==> src/rtl/mpu_bus_pkg.sv <==
`default_nettype none

package mpu_bus_pkg;

	// ==================================================================
	// host bus widths
	// ==================================================================
	localparam int ADDR_W    = 32;
	localparam int DATA_W    = 32;
	localparam int SEL_W     = DATA_W / 8;	// one enable per byte lane
	localparam int REG_ADR_W = 6;	// 64 bytes of registers per peripheral
	localparam int PAGE_W    = 24;	// upper address bits that pick a page

	typedef logic [ADDR_W-1:0]    addr_t;
	typedef logic [DATA_W-1:0]    data_t;
	typedef logic [SEL_W-1:0]     sel_t;
	typedef logic [REG_ADR_W-1:0] reg_adr_t;
	typedef logic [PAGE_W-1:0]    page_t;

	// address map, everything else is external memory
	localparam page_t PIT_PAGE = 24'hFFDC11;
	localparam page_t PIC_PAGE = 24'hFFDC0F;

	// bus cycle controller states
	typedef enum logic [2:0] {
		IDLE     = 3'd0,	// waiting for req_i
		DECODE   = 3'd1,	// page compare on the held address
		REG_WAIT = 3'd2,	// stb sent, waiting for peripheral ack
		MEM_REQ  = 3'd3,	// memory request phase
		MEM_REL  = 3'd4,	// waiting for mem_ack_i to fall
		DONE     = 3'd5	// ack_o high until req_i drops
	} bus_state_e;

	// merge new bytes over an old word where the lane is enabled
	function automatic data_t apply_sel(input data_t old_w, input data_t new_w, input sel_t sel);
		data_t res;
		res = old_w;
		for (int b = 0; b < SEL_W; b++) begin
			if (sel[b])
				res[8*b +: 8] = new_w[8*b +: 8];
		end
		return res;
	endfunction

endpackage

`default_nettype wire

==> src/rtl/mpu_irq_pkg.sv <==
`default_nettype none

package mpu_irq_pkg;

	// ==================================================================
	// interrupt sources
	// ==================================================================
	localparam int MAX_SOURCES = 32;	// ext lines plus timer channels
	localparam int CAUSE_W     = $clog2(MAX_SOURCES);

	typedef logic [CAUSE_W-1:0] irq_cause_t;

	// interrupt controller register offsets
	localparam logic [5:0] PIC_PEND_OFS  = 6'h00;	// pending, write 1 to clear
	localparam logic [5:0] PIC_EN_OFS    = 6'h04;	// enable mask
	localparam logic [5:0] PIC_CAUSE_OFS = 6'h08;	// current cause, read only

	// ==================================================================
	// timer control word
	// ==================================================================
	localparam int TCTL_EN_BIT   = 0;	// channel counts while set
	localparam int TCTL_AUTO_BIT = 1;	// reload at zero instead of stopping

endpackage

`default_nettype wire

==> src/rtl/mpu_reg_if.sv <==
`timescale 1ns/1ps
`default_nettype none

// single-beat register port, controller to one peripheral
interface mpu_reg_if;
	import mpu_bus_pkg::*;

	logic     stb;	// one cycle strobe
	logic     we;
	sel_t     sel;
	reg_adr_t adr;	// offset inside the page
	data_t    wdata;
	data_t    rdata;	// valid with ack
	logic     ack;	// one cycle, next edge after stb

	modport master (
		output stb, we, sel, adr, wdata,
		input  rdata, ack
	);

	modport slave (
		input  stb, we, sel, adr, wdata,
		output rdata, ack
	);

endinterface

`default_nettype wire

==> src/rtl/mpu_bus_ctrl.sv <==
`timescale 1ns/1ps
`default_nettype none

module mpu_bus_ctrl (
	input  logic               clk_i,
	input  logic               arst_n_i,
	// host port, four-phase req/ack
	input  logic               req_i,
	input  logic               we_i,
	input  mpu_bus_pkg::addr_t adr_i,
	input  mpu_bus_pkg::sel_t  sel_i,
	input  mpu_bus_pkg::data_t wdata_i,
	output logic               ack_o,
	output mpu_bus_pkg::data_t rdata_o,
	// external memory port, same handshake
	output logic               mem_req_o,
	output logic               mem_we_o,
	output mpu_bus_pkg::addr_t mem_adr_o,
	output mpu_bus_pkg::sel_t  mem_sel_o,
	output mpu_bus_pkg::data_t mem_wdata_o,
	input  logic               mem_ack_i,
	input  mpu_bus_pkg::data_t mem_rdata_i,
	// on-chip peripherals
	mpu_reg_if.master          pit_bus,
	mpu_reg_if.master          pic_bus
);
	import mpu_bus_pkg::*;

	bus_state_e state_q;
	addr_t      adr_q;	// held request
	logic       we_q;
	sel_t       sel_q;
	data_t      wdata_q;
	data_t      rdata_q;	// word returned to the host
	logic       hit_pit_q;	// steers rdata and ack in REG_WAIT
	page_t      page;
	logic       reg_ack;

	assign page    = adr_q[ADDR_W-1 -: PAGE_W];
	assign reg_ack = hit_pit_q ? pit_bus.ack : pic_bus.ack;

	// both register ports see the same held request, only stb differs
	assign pit_bus.we    = we_q;
	assign pit_bus.sel   = sel_q;
	assign pit_bus.adr   = adr_q[REG_ADR_W-1:0];
	assign pit_bus.wdata = wdata_q;
	assign pic_bus.we    = we_q;
	assign pic_bus.sel   = sel_q;
	assign pic_bus.adr   = adr_q[REG_ADR_W-1:0];
	assign pic_bus.wdata = wdata_q;

	// memory side is held steady for the whole cycle
	assign mem_we_o    = we_q;
	assign mem_adr_o   = adr_q;
	assign mem_sel_o   = sel_q;
	assign mem_wdata_o = wdata_q;
	assign rdata_o     = rdata_q;

	// latch request when a new cycle starts
	always_ff @(posedge clk_i) begin
		if (state_q == IDLE && req_i) begin
			adr_q   <= adr_i;
			we_q    <= we_i;
			sel_q   <= sel_i;
			wdata_q <= wdata_i;
		end
	end

	// returning word, from a peripheral or from memory
	always_ff @(posedge clk_i) begin
		if (state_q == REG_WAIT && reg_ack) begin
			rdata_q <= hit_pit_q ? pit_bus.rdata : pic_bus.rdata;
		end else if (state_q == MEM_REQ && mem_req_o && mem_ack_i) begin
			rdata_q <= mem_rdata_i;
		end
	end

	// ==================================================================
	// cycle state machine
	// ==================================================================
	always_ff @(posedge clk_i or negedge arst_n_i) begin
		if (!arst_n_i) begin
			state_q     <= IDLE;
			ack_o       <= 1'b0;
			mem_req_o   <= 1'b0;
			hit_pit_q   <= 1'b0;
			pit_bus.stb <= 1'b0;
			pic_bus.stb <= 1'b0;
		end else begin
			pit_bus.stb <= 1'b0;	// strobes are single cycle
			pic_bus.stb <= 1'b0;
			case (state_q)
				IDLE: begin
					if (req_i)
						state_q <= DECODE;
				end
				DECODE: begin
					hit_pit_q <= (page == PIT_PAGE);
					if (page == PIT_PAGE) begin
						pit_bus.stb <= 1'b1;
						state_q     <= REG_WAIT;
					end else if (page == PIC_PAGE) begin
						pic_bus.stb <= 1'b1;
						state_q     <= REG_WAIT;
					end else begin
						state_q <= MEM_REQ;	// miss on both pages
					end
				end
				REG_WAIT: begin
					if (reg_ack) begin
						ack_o   <= 1'b1;	// 3rd edge after req sampled
						state_q <= DONE;
					end
				end
				MEM_REQ: begin
					if (!mem_req_o) begin
						mem_req_o <= 1'b1;	// first cycle in this state
					end else if (mem_ack_i) begin
						mem_req_o <= 1'b0;	// data taken, release
						state_q   <= MEM_REL;
					end
				end
				MEM_REL: begin
					// memory must finish its handshake first
					if (!mem_ack_i) begin
						ack_o   <= 1'b1;
						state_q <= DONE;
					end
				end
				DONE: begin
					if (!req_i) begin
						ack_o   <= 1'b0;
						state_q <= IDLE;
					end
				end
				default: state_q <= IDLE;
			endcase
		end
	end

endmodule

`default_nettype wire

==> src/rtl/mpu_pit.sv <==
`timescale 1ns/1ps
`default_nettype none

module mpu_pit #(
	parameter int N_TIMERS = 3	// at most 4, 16 bytes per channel
) (
	input  logic                clk_i,
	input  logic                arst_n_i,
	mpu_reg_if.slave            bus,
	output logic [N_TIMERS-1:0] tmr_out_o
);
	import mpu_bus_pkg::*;
	import mpu_irq_pkg::*;

	// per channel state
	data_t               reload_q [N_TIMERS];
	data_t               cnt_q    [N_TIMERS];
	logic [N_TIMERS-1:0] en_q;
	logic [N_TIMERS-1:0] auto_q;
	logic [N_TIMERS-1:0] out_q;

	logic [1:0] acc_ch;	// channel field of the offset
	logic [1:0] acc_reg;	// 0 reload, 1 count, 2 control
	logic       wr;
	data_t      rd_word;

	assign acc_ch    = bus.adr[5:4];
	assign acc_reg   = bus.adr[3:2];
	assign wr        = bus.stb && bus.we;
	assign tmr_out_o = out_q;

	// ==================================================================
	// counters and register writes
	// ==================================================================
	always_ff @(posedge clk_i or negedge arst_n_i) begin
		if (!arst_n_i) begin
			en_q   <= '0;
			auto_q <= '0;
			out_q  <= '0;
			for (int t = 0; t < N_TIMERS; t++) begin
				reload_q[t] <= '0;
				cnt_q[t]    <= '0;
			end
		end else begin
			for (int t = 0; t < N_TIMERS; t++) begin
				out_q[t] <= 1'b0;
				if (en_q[t]) begin
					if (cnt_q[t] == '0) begin
						out_q[t] <= 1'b1;	// one cycle pulse at terminal count
						if (auto_q[t])
							cnt_q[t] <= reload_q[t];	// period R+1
						else
							en_q[t] <= 1'b0;	// one-shot, stop here
					end else begin
						cnt_q[t] <= cnt_q[t] - 1'b1;
					end
				end
				// host write wins over the count update
				if (wr && acc_ch == t) begin
					case (acc_reg)
						2'd0: begin
							reload_q[t] <= apply_sel(reload_q[t], bus.wdata, bus.sel);
							cnt_q[t]    <= apply_sel(reload_q[t], bus.wdata, bus.sel);
						end
						2'd2: begin
							if (bus.sel[0]) begin
								en_q[t]   <= bus.wdata[TCTL_EN_BIT];
								auto_q[t] <= bus.wdata[TCTL_AUTO_BIT];
							end
						end
						default: ;	// count is read only
					endcase
				end
			end
		end
	end

	// read mux, anything unmapped reads zero
	always_comb begin
		rd_word = '0;
		for (int t = 0; t < N_TIMERS; t++) begin
			if (acc_ch == t) begin
				case (acc_reg)
					2'd0: rd_word = reload_q[t];
					2'd1: rd_word = cnt_q[t];
					2'd2: begin
						rd_word[TCTL_EN_BIT]   = en_q[t];
						rd_word[TCTL_AUTO_BIT] = auto_q[t];
					end
					default: rd_word = '0;
				endcase
			end
		end
	end

	// ==================================================================
	// register port response
	// ==================================================================
	always_ff @(posedge clk_i or negedge arst_n_i) begin
		if (!arst_n_i)
			bus.ack <= 1'b0;
		else
			bus.ack <= bus.stb;	// answer on the next edge
	end

	always_ff @(posedge clk_i) begin
		if (bus.stb)
			bus.rdata <= rd_word;	// valid together with ack
	end

endmodule

`default_nettype wire

==> src/rtl/mpu_pic.sv <==
`timescale 1ns/1ps
`default_nettype none

module mpu_pic #(
	parameter int N_EXT_IRQ = 8,
	parameter int N_TIMERS  = 3
) (
	input  logic                   clk_i,
	input  logic                   arst_n_i,
	mpu_reg_if.slave               bus,
	input  logic [N_EXT_IRQ-1:0]   irq_i,	// asynchronous external lines
	input  logic [N_TIMERS-1:0]    tmr_i,	// timer pulses, already on clk_i
	output logic                   irq_o,
	output mpu_irq_pkg::irq_cause_t cause_o
);
	import mpu_bus_pkg::*;
	import mpu_irq_pkg::*;

	localparam int N_SRC = N_EXT_IRQ + N_TIMERS;	// timers sit above ext lines

	logic [N_EXT_IRQ-1:0]   ext_s1, ext_s2;	// two-flop synchronizer
	logic [N_SRC-1:0]       src, src_d, rise;
	logic [N_SRC-1:0]       pend_q, en_q, act, clr;
	logic [MAX_SOURCES-1:0] pend_w, en_w;	// zero padded for readback
	logic                   irq_q;
	irq_cause_t             cause_q, first;
	logic                   wr;
	data_t                  wr_word, en_word, rd_word;

	assign src    = {tmr_i, ext_s2};
	assign rise   = src & ~src_d;
	assign act    = pend_q & en_q;
	assign wr     = bus.stb && bus.we;
	assign pend_w = MAX_SOURCES'(pend_q);
	assign en_w   = MAX_SOURCES'(en_q);

	// ==================================================================
	// write data shaping
	// ==================================================================
	always_comb begin
		wr_word = apply_sel('0, bus.wdata, bus.sel);	// lanes not written clear nothing
		en_word = apply_sel(data_t'(en_q), bus.wdata, bus.sel);
		clr     = (wr && bus.adr == PIC_PEND_OFS) ? wr_word[N_SRC-1:0] : '0;
	end

	// lowest index wins
	always_comb begin
		first = '0;
		for (int i = N_SRC - 1; i >= 0; i--) begin
			if (act[i])
				first = irq_cause_t'(i);
		end
	end

	always_ff @(posedge clk_i or negedge arst_n_i) begin
		if (!arst_n_i) begin
			ext_s1  <= '0;
			ext_s2  <= '0;
			src_d   <= '0;
			pend_q  <= '0;
			en_q    <= '0;
			irq_q   <= 1'b0;
			cause_q <= '0;
		end else begin
			ext_s1 <= irq_i;
			ext_s2 <= ext_s1;
			src_d  <= src;	// edge flop
			// a new edge in the clearing cycle stays pending
			pend_q <= (pend_q & ~clr) | rise;
			if (wr && bus.adr == PIC_EN_OFS)
				en_q <= en_word[N_SRC-1:0];
			irq_q   <= |act;	// one cycle behind pending/enable
			cause_q <= first;
		end
	end

	assign irq_o   = irq_q;
	assign cause_o = cause_q;

	// ==================================================================
	// register readback
	// ==================================================================
	always_comb begin
		case (bus.adr)
			PIC_PEND_OFS:  rd_word = pend_w;
			PIC_EN_OFS:    rd_word = en_w;
			PIC_CAUSE_OFS: rd_word = data_t'(cause_q);
			default:       rd_word = '0;
		endcase
	end

	always_ff @(posedge clk_i or negedge arst_n_i) begin
		if (!arst_n_i)
			bus.ack <= 1'b0;
		else
			bus.ack <= bus.stb;
	end

	always_ff @(posedge clk_i) begin
		if (bus.stb)
			bus.rdata <= rd_word;
	end

endmodule

`default_nettype wire

==> src/rtl/mpu_top.sv <==
`timescale 1ns/1ps
`default_nettype none

module mpu_top #(
	parameter int N_EXT_IRQ = 8,	// ext lines + timers must fit in 32 sources
	parameter int N_TIMERS  = 3
) (
	input  logic                    clk_i,
	input  logic                    arst_n_i,
	// host port
	input  logic                    req_i,
	input  logic                    we_i,
	input  mpu_bus_pkg::addr_t      adr_i,
	input  mpu_bus_pkg::sel_t       sel_i,
	input  mpu_bus_pkg::data_t      wdata_i,
	output logic                    ack_o,
	output mpu_bus_pkg::data_t      rdata_o,
	// memory port
	output logic                    mem_req_o,
	output logic                    mem_we_o,
	output mpu_bus_pkg::addr_t      mem_adr_o,
	output mpu_bus_pkg::sel_t       mem_sel_o,
	output mpu_bus_pkg::data_t      mem_wdata_o,
	input  logic                    mem_ack_i,
	input  mpu_bus_pkg::data_t      mem_rdata_i,
	// interrupts
	input  logic [N_EXT_IRQ-1:0]    irq_i,
	output logic                    irq_o,
	output mpu_irq_pkg::irq_cause_t cause_o
);

	logic [N_TIMERS-1:0] tmr_out;	// timer pulses into the pic

	mpu_reg_if pit_bus ();
	mpu_reg_if pic_bus ();

	mpu_bus_ctrl u_bus_ctrl (
		.clk_i       (clk_i),
		.arst_n_i    (arst_n_i),
		.req_i       (req_i),
		.we_i        (we_i),
		.adr_i       (adr_i),
		.sel_i       (sel_i),
		.wdata_i     (wdata_i),
		.ack_o       (ack_o),
		.rdata_o     (rdata_o),
		.mem_req_o   (mem_req_o),
		.mem_we_o    (mem_we_o),
		.mem_adr_o   (mem_adr_o),
		.mem_sel_o   (mem_sel_o),
		.mem_wdata_o (mem_wdata_o),
		.mem_ack_i   (mem_ack_i),
		.mem_rdata_i (mem_rdata_i),
		.pit_bus     (pit_bus),
		.pic_bus     (pic_bus)
	);

	mpu_pit #(.N_TIMERS(N_TIMERS)) u_pit (
		.clk_i     (clk_i),
		.arst_n_i  (arst_n_i),
		.bus       (pit_bus),
		.tmr_out_o (tmr_out)
	);

	// timer channel t shows up as source N_EXT_IRQ+t
	mpu_pic #(.N_EXT_IRQ(N_EXT_IRQ), .N_TIMERS(N_TIMERS)) u_pic (
		.clk_i    (clk_i),
		.arst_n_i (arst_n_i),
		.bus      (pic_bus),
		.irq_i    (irq_i),
		.tmr_i    (tmr_out),
		.irq_o    (irq_o),
		.cause_o  (cause_o)
	);

endmodule

`default_nettype wire

==> config.mk <==
export PLATFORM = sky130hd
export DESIGN_NAME = mpu_top
export DESIGN_NICKNAME = d
export VERILOG_FILES = /design/src/rtl/mpu_bus_pkg.sv /design/src/rtl/mpu_irq_pkg.sv /design/src/rtl/mpu_reg_if.sv /design/src/rtl/mpu_bus_ctrl.sv /design/src/rtl/mpu_pit.sv /design/src/rtl/mpu_pic.sv /design/src/rtl/mpu_top.sv
export SDC_FILE = /design/constraint.sdc
export NUM_CORES = 1
export LEC_CHECK = 0
export ABC_CLOCK_PERIOD_IN_PS = 21900
export BUFFER_PORTS_ARGS = -buffer_cell sky130_fd_sc_hd__buf_2
export CAP_MARGIN = 20
export CORE_MARGIN = 4
export CORE_UTILIZATION = 51
export DETAILED_ROUTE_END_ITERATION = 6
export GPL_TIMING_DRIVEN = 0
export PLACE_DENSITY = 0.71
export SYNTH_ARGS = -nofsm -noshare
export SYNTH_HDL_FRONTEND = slang
export SYNTH_SLANG_ARGS = --single-unit
==> constraint.sdc <==
create_clock -name clk_i -period 21.9 [get_ports clk_i]
set_input_delay 1.095 -clock clk_i [delete_from_list [all_inputs] [get_ports clk_i]]
set_output_delay 1.095 -clock clk_i [all_outputs]
set_load 0.005 [all_outputs]
==> results of run 1 <==
[stage by stage]
step / std cells / hold WS (ps)
6_report: 2901 / 346
5_1_grt: 2899 / 355
4_1_cts: 2899 / 348
3_5_place_dp: 2813 / 336
3_3_place_gp: 2798 / 332
2_1_floorplan: 2046 / 331
[where the power goes]
group          internal, mW  total, mW  switching (mW)  leakage, nW
clock                 0.461      0.791           0.329        0.739
sequential            0.843      0.883          0.0398         4.89
combinational        0.0738      0.227           0.154         4.83
total                  1.38       1.90           0.523         10.5
[state kept, by name, indices dropped and copies added (netlist names), 11 cells and up]
register / cells
u_bus_ctrl.mem_wdata_o: 32
u_pic.en_q: 11
u_pit.bus.rdata: 32
u_pic.bus.rdata: 11
u_bus_ctrl.rdata_o: 32
u_bus_ctrl.mem_adr_o: 32
u_pit.cnt_q: 96
u_pic.src_d: 11
u_pit.reload_q: 96
u_pic.pend_q: 11
[Yosys cell counts (all sizes together) (28+ instances only)]
cell,number,area (um^2)
edfxtp,144,4320
nor2,125,469
a21oi,77,385
nor4,33,255
nor3,66,335
nor2b,31,194
dfrtp,265,6630
a222oi,45,450
nand2b,39,244
nand4,28,181
mux2,116,1310
o21ai,144,732
mux2i,91,911
inv,49,184
a31oi,43,269
a211oi,47,353
nand2,216,813
clkbuf,120,450
nand3,85,430
[worst register-to-register path: cells and delay by family, from the launching register on]
kind                   cells  cell delay [ps]
AND/OR/NAND/NOR            3             1710
buffers and inverters      2             1140
flip-flops                 1              870
AO/OA/AOI/OAI              2              200
[path summary, 6_finish.rpt]
path                                   endpoint  slack (ps)                    from
worst max-delay path            u_pit.cnt_q[27]       17860  u_bus_ctrl.pit_bus.stb
worst min-delay path            u_pic.ext_s2[6]         350         u_pic.ext_s1[6]
worst max register to register  u_pit.cnt_q[27]       17860  u_bus_ctrl.pit_bus.stb
worst min register to register  u_pic.ext_s2[6]         350         u_pic.ext_s1[6]
max in group asynchronous       u_pic.ext_s1[4]       20060                arst_n_i
min in group asynchronous       u_pit.cnt_q[24]         420                arst_n_i
[final cells by class]
cell class | instances | area, um^2 | share of cell area
Clock buffer | 62 | 1280 | 0.0520
Timing Repair Buffer | 235 | 1300 | 0.0527
Buffer | 135 | 539 | 0.0219
Inverter | 50 | 188 | 0.00761
Sequential cell | 409 | 11000 | 0.444
Antenna cell | 2 | 5.00 | 0.000203
Tap cell | 532 | 666 | 0.0270
Clock inverter | 24 | 259 | 0.0105
Multi-Input combinational cell | 1452 | 9460 | 0.384
[layer usage]
| metal | part of all wire | wire length (um) |
|---|---|---|
| met5 | 0.00049 | 42 |
| met1 | 0.39 | 33600 |
| met3 | 0.12 | 10600 |
| met4 | 0.040 | 3450 |
| met2 | 0.44 | 38200 |
[cell families (layout without fill, tap and decap cells)]
kind of cell / after synthesis / count (layout) / share of synthesized area
AOI/OAI and AO/OA: 509 / 509 / 0.162
xor gates and xnor gates: 21 / 21 / 0.00871
adders and majority gates: 6 / 6 / 0.00355
buffers and inverters: 185 / 506 / 0.0344
DFF: 409 / 409 / 0.519
muxes: 207 / 207 / 0.105
other: 1 / 3 / 0.000178
and+or+nand+nor: 708 / 708 / 0.168
==> impl_summary.log, run 1 <==
[metrics] core footprint: ~41000 um^2
[metrics] Critical Path Max Stage Delay: 870 ps
[metrics] TritonCTS clock tree: built
[metrics] DRC violations left: 19
[metrics] areal power density over the cells: 77.1 nW/um^2
[metrics] most common cell after layout, fill and taps aside: sky130_fd_sc_hd__dfrtp_1
[metrics] initial core utilization: 0.516
[metrics] violation count after the first detailed-routing iteration: 2793
[metrics] asr flop ratio synth: 0.648
[metrics] prevailing post-synth register cell: sky130_fd_sc_hd__dfrtp_1
[metrics] Buffers & Inverters on Critical Path: 2
[metrics] via count of the routed design: 19300
[metrics] GR Layer Usage met3: 0.104
[metrics] total number of yosys warnings: 0
[metrics] width of the die: 212 um
[metrics] relative area change from synthesis to final layout: 16.7%
[metrics] row cnt: between 70 and 80
[metrics] total I/O pin count: 222
[metrics] Static Leak: 10.5 nW
[metrics] Critical Path AT: 4510 ps
[metrics] aggregate routed wire length: 85800 um
[metrics] Required @ worst endpoint: approximately 22000 ps
[metrics] setup fix buffers added after clock tree synthesis: 0
[metrics] unrepaired setup endpoints after global routing: no
[metrics] first-pass GRT wire length: between 100000 and 150000 um
[metrics] total CTS buffers: 46
[metrics] post-route total power: between 1.5 and 2 mW
[metrics] launching element type of the critical path: register
[metrics] Stages on worst setup path: 7
[metrics] finished layout cell area: ~25000 um^2
[metrics] hold buffer count at CTS: 0
[metrics] flip-flop and latch count after synthesis: 409
[metrics] violations in the final reports: DRC
[metrics] global placement routability congestion: around 1.0
[metrics] 1st-pass router iterations: 7
[metrics] Seq/Total Area, Yosys: 0.519
[metrics] run status: complete, but fails checks
[metrics] depth of the most critical reg-to-reg path: 7
[metrics] setup slack after layout: 17860 ps
[metrics] global router's overall resource usage: 0.373
[metrics] final core utilization: 0.602
[metrics] area of the mapped netlist: ~21000 um^2
[metrics] WL/cell: 29.6 um
[metrics] quantity of I/O buffers inserted on ports: between 200 and 250
[metrics] maximum number of pins on one net before global-route repair: 108
[metrics] Total Die Area: 44700 um^2
[metrics] clock-pin transition on the worst setup and hold timing paths: 60 ps
[metrics] vertical die dimension: 212 um
[metrics] Avg Cell Area, Syn: 10.3 um^2
[metrics] type of the worst setup path: reg2reg
[metrics] cell at the root of the clock tree: sky130_fd_sc_hd__clkbuf_16
[metrics] time the final worst path needs with I/O delays and setup: 4040 ps
[metrics] NumNets Final: 2448
[metrics] count of max-cap constraint violations: 0
[metrics] vias in the first global route: between 15000 and 20000
[metrics] share of post-route cells with drive strength above 1: 0.193
[metrics] Layout fillers: 3459
[metrics] most frequent cells in the layout: sky130_fd_sc_hd__dfrtp_1 (265), sky130_fd_sc_hd__buf_2 (224), sky130_fd_sc_hd__nand2_1 (215), sky130_fd_sc_hd__edfxtp_1 (144), sky130_fd_sc_hd__o21ai_0 (143)
[metrics] post-route clock skew: approximately 21 ps
[metrics] grt ovf: 0
[metrics] Crit-path slowest cell: sky130_fd_sc_hd__dfrtp_1
[metrics] headroom to the max-slew limit: 0.256
[metrics] Worst Setup End Kind: register
[metrics] count of cells resized by post-cts repair: 0
[metrics] clock sink count: 409
[metrics] Post-DP HPWL: 65100 um
[metrics] maximum root-to-sink buffer count: 3
[metrics] mean number of vias per cell: ~6.7
[metrics] Skew-Pair Late Insertion Delay: 590 ps
[metrics] Max H-tree Level: 2
[metrics] largest vdd supply drop: 0.0577 mV
[metrics] setup TNS: 0 ps
[metrics] Max Fclk: 247 MHz
[metrics] remaining antenna violation count after routing: 0
[metrics] cell with the most instances on the worst path: sky130_fd_sc_hd__clkbuf_1
[metrics] initial antenna violation count: 4
[metrics] worst slack, placed: 18060 ps
[metrics] count of endpoints failing hold in the final timing report: 0
[metrics] worst min-delay path category: reg2reg
[metrics] placed standard-cell area: 23100 um^2
[metrics] CP delay by family, top: simple AND/OR/NAND/NOR gates
[metrics] critical path fanouts, max: 18
[metrics] Mapped Nets: 2165
[metrics] hold path depth: 0
[metrics] count of different cell masters after synthesis: 78
[metrics] critical path, cell by cell: nand4bb_1 -> nor2_1 -> clkbuf_1 -> clkbuf_1 -> nand3_1 -> o31ai_1 -> a31oi_1
[metrics] Post-Synthesis Cells: 2046
[metrics] share of the clock period used by the worst path after layout: 0.185
[metrics] final max-slew violation count: 0
[metrics] M1 GR Usage: 0.509
[metrics] # setup viols final: 0
[metrics] Worst Tran Pin Value: between 1000 and 1500 ps
[metrics] number of flops mapped to enable cells by yosys: 144
[metrics] met2 Track Usage GR: 0.572
[metrics] most crowded layer after global routing: met2
Power figures use the tool's default switching activity.
==> run 2: changes to the inputs <==
--- a/config.mk
+++ b/config.mk
@@ -5,7 +5,7 @@
 export SDC_FILE = /design/constraint.sdc
 export NUM_CORES = 1
 export LEC_CHECK = 0
-export ABC_CLOCK_PERIOD_IN_PS = 21900
+export ABC_CLOCK_PERIOD_IN_PS = 4000
 export BUFFER_PORTS_ARGS = -buffer_cell sky130_fd_sc_hd__buf_2
 export CAP_MARGIN = 20
 export CORE_MARGIN = 4
==> constraint.sdc (replaced) <==
create_clock -name clk_i -period 4 [get_ports clk_i]
set_input_delay 0.2 -clock clk_i [delete_from_list [all_inputs] [get_ports clk_i]]
set_output_delay 0.2 -clock clk_i [all_outputs]
set_load 0.005 [all_outputs]
==> impl_summary.log, run 2 (synthesis results as in run 1) <==
[metrics] run status: complete, but fails checks
[metrics] violations in the final reports: DRC, setup timing
[metrics] count of max-cap constraint violations: 0
[metrics] most frequent cells in the layout: sky130_fd_sc_hd__dfrtp_1 (265), sky130_fd_sc_hd__buf_2 (225), sky130_fd_sc_hd__nand2_1 (215), sky130_fd_sc_hd__edfxtp_1 (144), sky130_fd_sc_hd__o21ai_0 (143)
[metrics] # setup viols final: 3
[metrics] registers with the highest flip-flop counts: u_pit.cnt_q x96, u_pit.reload_q x96
[metrics] critical path fanouts, max: 18
[metrics] 1st-pass router iterations: 7
[metrics] remaining antenna violation count after routing: 0
[metrics] worst min-delay path category: in2async
[metrics] first-pass GRT wire length: 129000 um
[metrics] maximum number of pins on one net before global-route repair: roughly 110
[metrics] placed insts: 2809
[metrics] Max Fclk: 241 MHz
[metrics] Required @ worst endpoint: ~4500 ps
[metrics] Critical Path AT: 4600 ps
[metrics] WL/cell: 29.6 um
[metrics] core footprint: 40900 um^2
[metrics] worst r2r dst: u_pit.cnt_q[27]
[metrics] launch instance of the worst register-to-register path: u_bus_ctrl.pit_bus.stb
[metrics] setup slack after layout: -146 ps
[metrics] width of the die: approximately 210 um
[metrics] initial antenna violation count: 2
[metrics] cell with the most instances on the worst path: sky130_fd_sc_hd__clkbuf_1
[metrics] critical path, cell by cell: nand4bb_1 -> nor2_1 -> clkbuf_1 -> clkbuf_1 -> nand3_1 -> o31ai_1 -> a31oi_1
[metrics] setup fix buffers added after clock tree synthesis: 0
[metrics] vias in the first global route: 19700
[metrics] violation count after the first detailed-routing iteration: 3159
[metrics] worst slack on hold paths: about 120 ps
[metrics] final max-slew violation count: 0
[metrics] via count of the routed design: 20000
[metrics] areal power density over the cells: 415 nW/um^2
[metrics] TritonCTS clock tree: built
[metrics] Layout fillers: 3302
[metrics] final core utilization: 0.631
[metrics] Worst Setup End Kind: register
[metrics] clock sink count: about 400
[metrics] share of the clock period used by the worst path after layout: 1.04
[metrics] Total Die Area: between 40000 and 50000 um^2
[metrics] launching element type of the critical path: register
[metrics] time the final worst path needs with I/O delays and setup: roughly 4100 ps
[metrics] post-route clock skew: between 20 and 30 ps
[metrics] Cell Count, Final, Fillers Out: about 3000
[metrics] worst slack, placed: approximately 71 ps
[metrics] maximum root-to-sink buffer count: 3
[metrics] largest vdd supply drop: 0.373 mV
[metrics] share of post-route cells with drive strength above 1: 0.180
[metrics] initial core utilization: 0.516
[metrics] type of the worst setup path: reg2reg
[metrics] most common cell after layout, fill and taps aside: sky130_fd_sc_hd__dfrtp_1
[metrics] cell at the root of the clock tree: sky130_fd_sc_hd__clkbuf_16
[metrics] Crit-path slowest cell: sky130_fd_sc_hd__dfrtp_1
[metrics] Critical Path Max Stage Delay: approximately 860 ps
[metrics] Skew-Pair Late Insertion Delay: 610 ps
[metrics] NumNets Final: 2556
[metrics] Post-DP HPWL: 64900 um
[metrics] depth of the most critical reg-to-reg path: 7
[metrics] aggregate routed wire length: around 89000 um
[metrics] headroom to the max-slew limit: 0.281
[metrics] global router's overall resource usage: 0.388
[metrics] DRC violations left: 10
[metrics] relative area change from synthesis to final layout: 22.1%
[metrics] Max H-tree Level: 2
[metrics] total I/O pin count: between 200 and 250
[metrics] clock-pin transition on the worst setup and hold timing paths: 60 ps
[metrics] global placement routability congestion: 1.03
[metrics] quantity of I/O buffers inserted on ports: 220
[metrics] count of endpoints failing hold in the final timing report: 0
[metrics] unrepaired setup endpoints after global routing: yes
[metrics] Worst Tran Pin Value: 1060 ps
[metrics] Reg2Reg Setup Slack: -150 ps
[metrics] grt ovf: 0
[metrics] row cnt: 74
[metrics] total inserted antenna cells: 0
[metrics] Static Leak: 10.9 nW
[metrics] mean number of vias per cell: 6.65
[metrics] total CTS buffers: 45
[metrics] vertical die dimension: around 210 um
-- run 2: cell count changes in the layout (fill, tap and decap cells not counted), moves of 2 or more --
cell,previous run,this run
sky130_fd_sc_hd__clkbuf_1,130,127
sky130_fd_sc_hd__clkbuf_8,5,1
sky130_fd_sc_hd__clkinvlp_4,6,1
sky130_fd_sc_hd__bufinv_16,4,8
sky130_fd_sc_hd__buf_4,11,2
sky130_fd_sc_hd__buf_6,3,8
sky130_fd_sc_hd__clkinv_1,3,10
sky130_fd_sc_hd__diode_2,2,0
sky130_fd_sc_hd__dlygate4sd3_1,0,112
sky130_fd_sc_hd__inv_6,3,1
-- run 2: stage by stage --
step                setup TNS (ps)  total power, mW  instance area, um^2
finish                        -175             10.7                25800
global route                  -239             11.0                25800
CTS                              0             10.7                25800
detailed placement               0             6.13                23100
global placement           -680900             6.05                22900
floorplan                        0             5.39                21100
-- run 2: what timing repair did --
action	in CTS	in global routing
hold endpoints to repair	168	0
resized for setup	0	0
hold buffers	112	0
endpoints found under the setup margin	0	4
-- run 2: how the worst max path moves through the flow --
stage	startpoint	to	slack [ps]	cells after the start
final	u_bus_ctrl.pit_bus.stb	u_pit.cnt_q[27]	-150	7
after global routing	u_bus_ctrl.pit_bus.stb	u_pit.cnt_q[27]	-90	7
after detailed placement	u_bus_ctrl.pit_bus.stb	u_pit.cnt_q[27]	70	7
after global placement	arst_n_i	u_pit.cnt_q[35]	-2400	1
after floorplan	u_bus_ctrl.state_q[0]	u_bus_ctrl.mem_adr_o[0]	510	3
after CTS	u_bus_ctrl.pit_bus.stb	u_pit.cnt_q[27]	40	7
-- run 2: critical path: cells and delay by family (launching register included) --
family / cells / cell delay [ps]
simple gates: 3 / 1750
buf+inv: 2 / 1160
flops: 1 / 860
compound gates: 2 / 220
-- run 2: where the power goes --
part / internal, mW / total, mW / switching [mW]
logic: 0.474 / 1.35 / 0.878
clock network: 2.69 / 4.52 / 1.83
registers: 4.62 / 4.85 / 0.229
-- run 2: layer usage --
layer	track usage	share of wire	vias up
li1	-	-	8548
met1	0.524	0.38	9747
met2	0.606	0.45	1431
met3	0.102	0.12	250
met4	0.152	0.042	0
met5	0	0	-
-- run 2: area by class of cell --
| class | instances | area [um^2] | share of cell area |
|---|---|---|---|
| timing repair buffer | 344 | 2410 | 0.0935 |
| clock inverter | 28 | 362 | 0.0140 |
| sequential | 409 | 11000 | 0.425 |
| clock buffer | 55 | 1220 | 0.0471 |
| inverter | 50 | 188 | 0.00727 |
| tap | 532 | 666 | 0.0258 |
| multi-input combinational | 1452 | 9470 | 0.367 |
| buffer | 135 | 539 | 0.0209 |
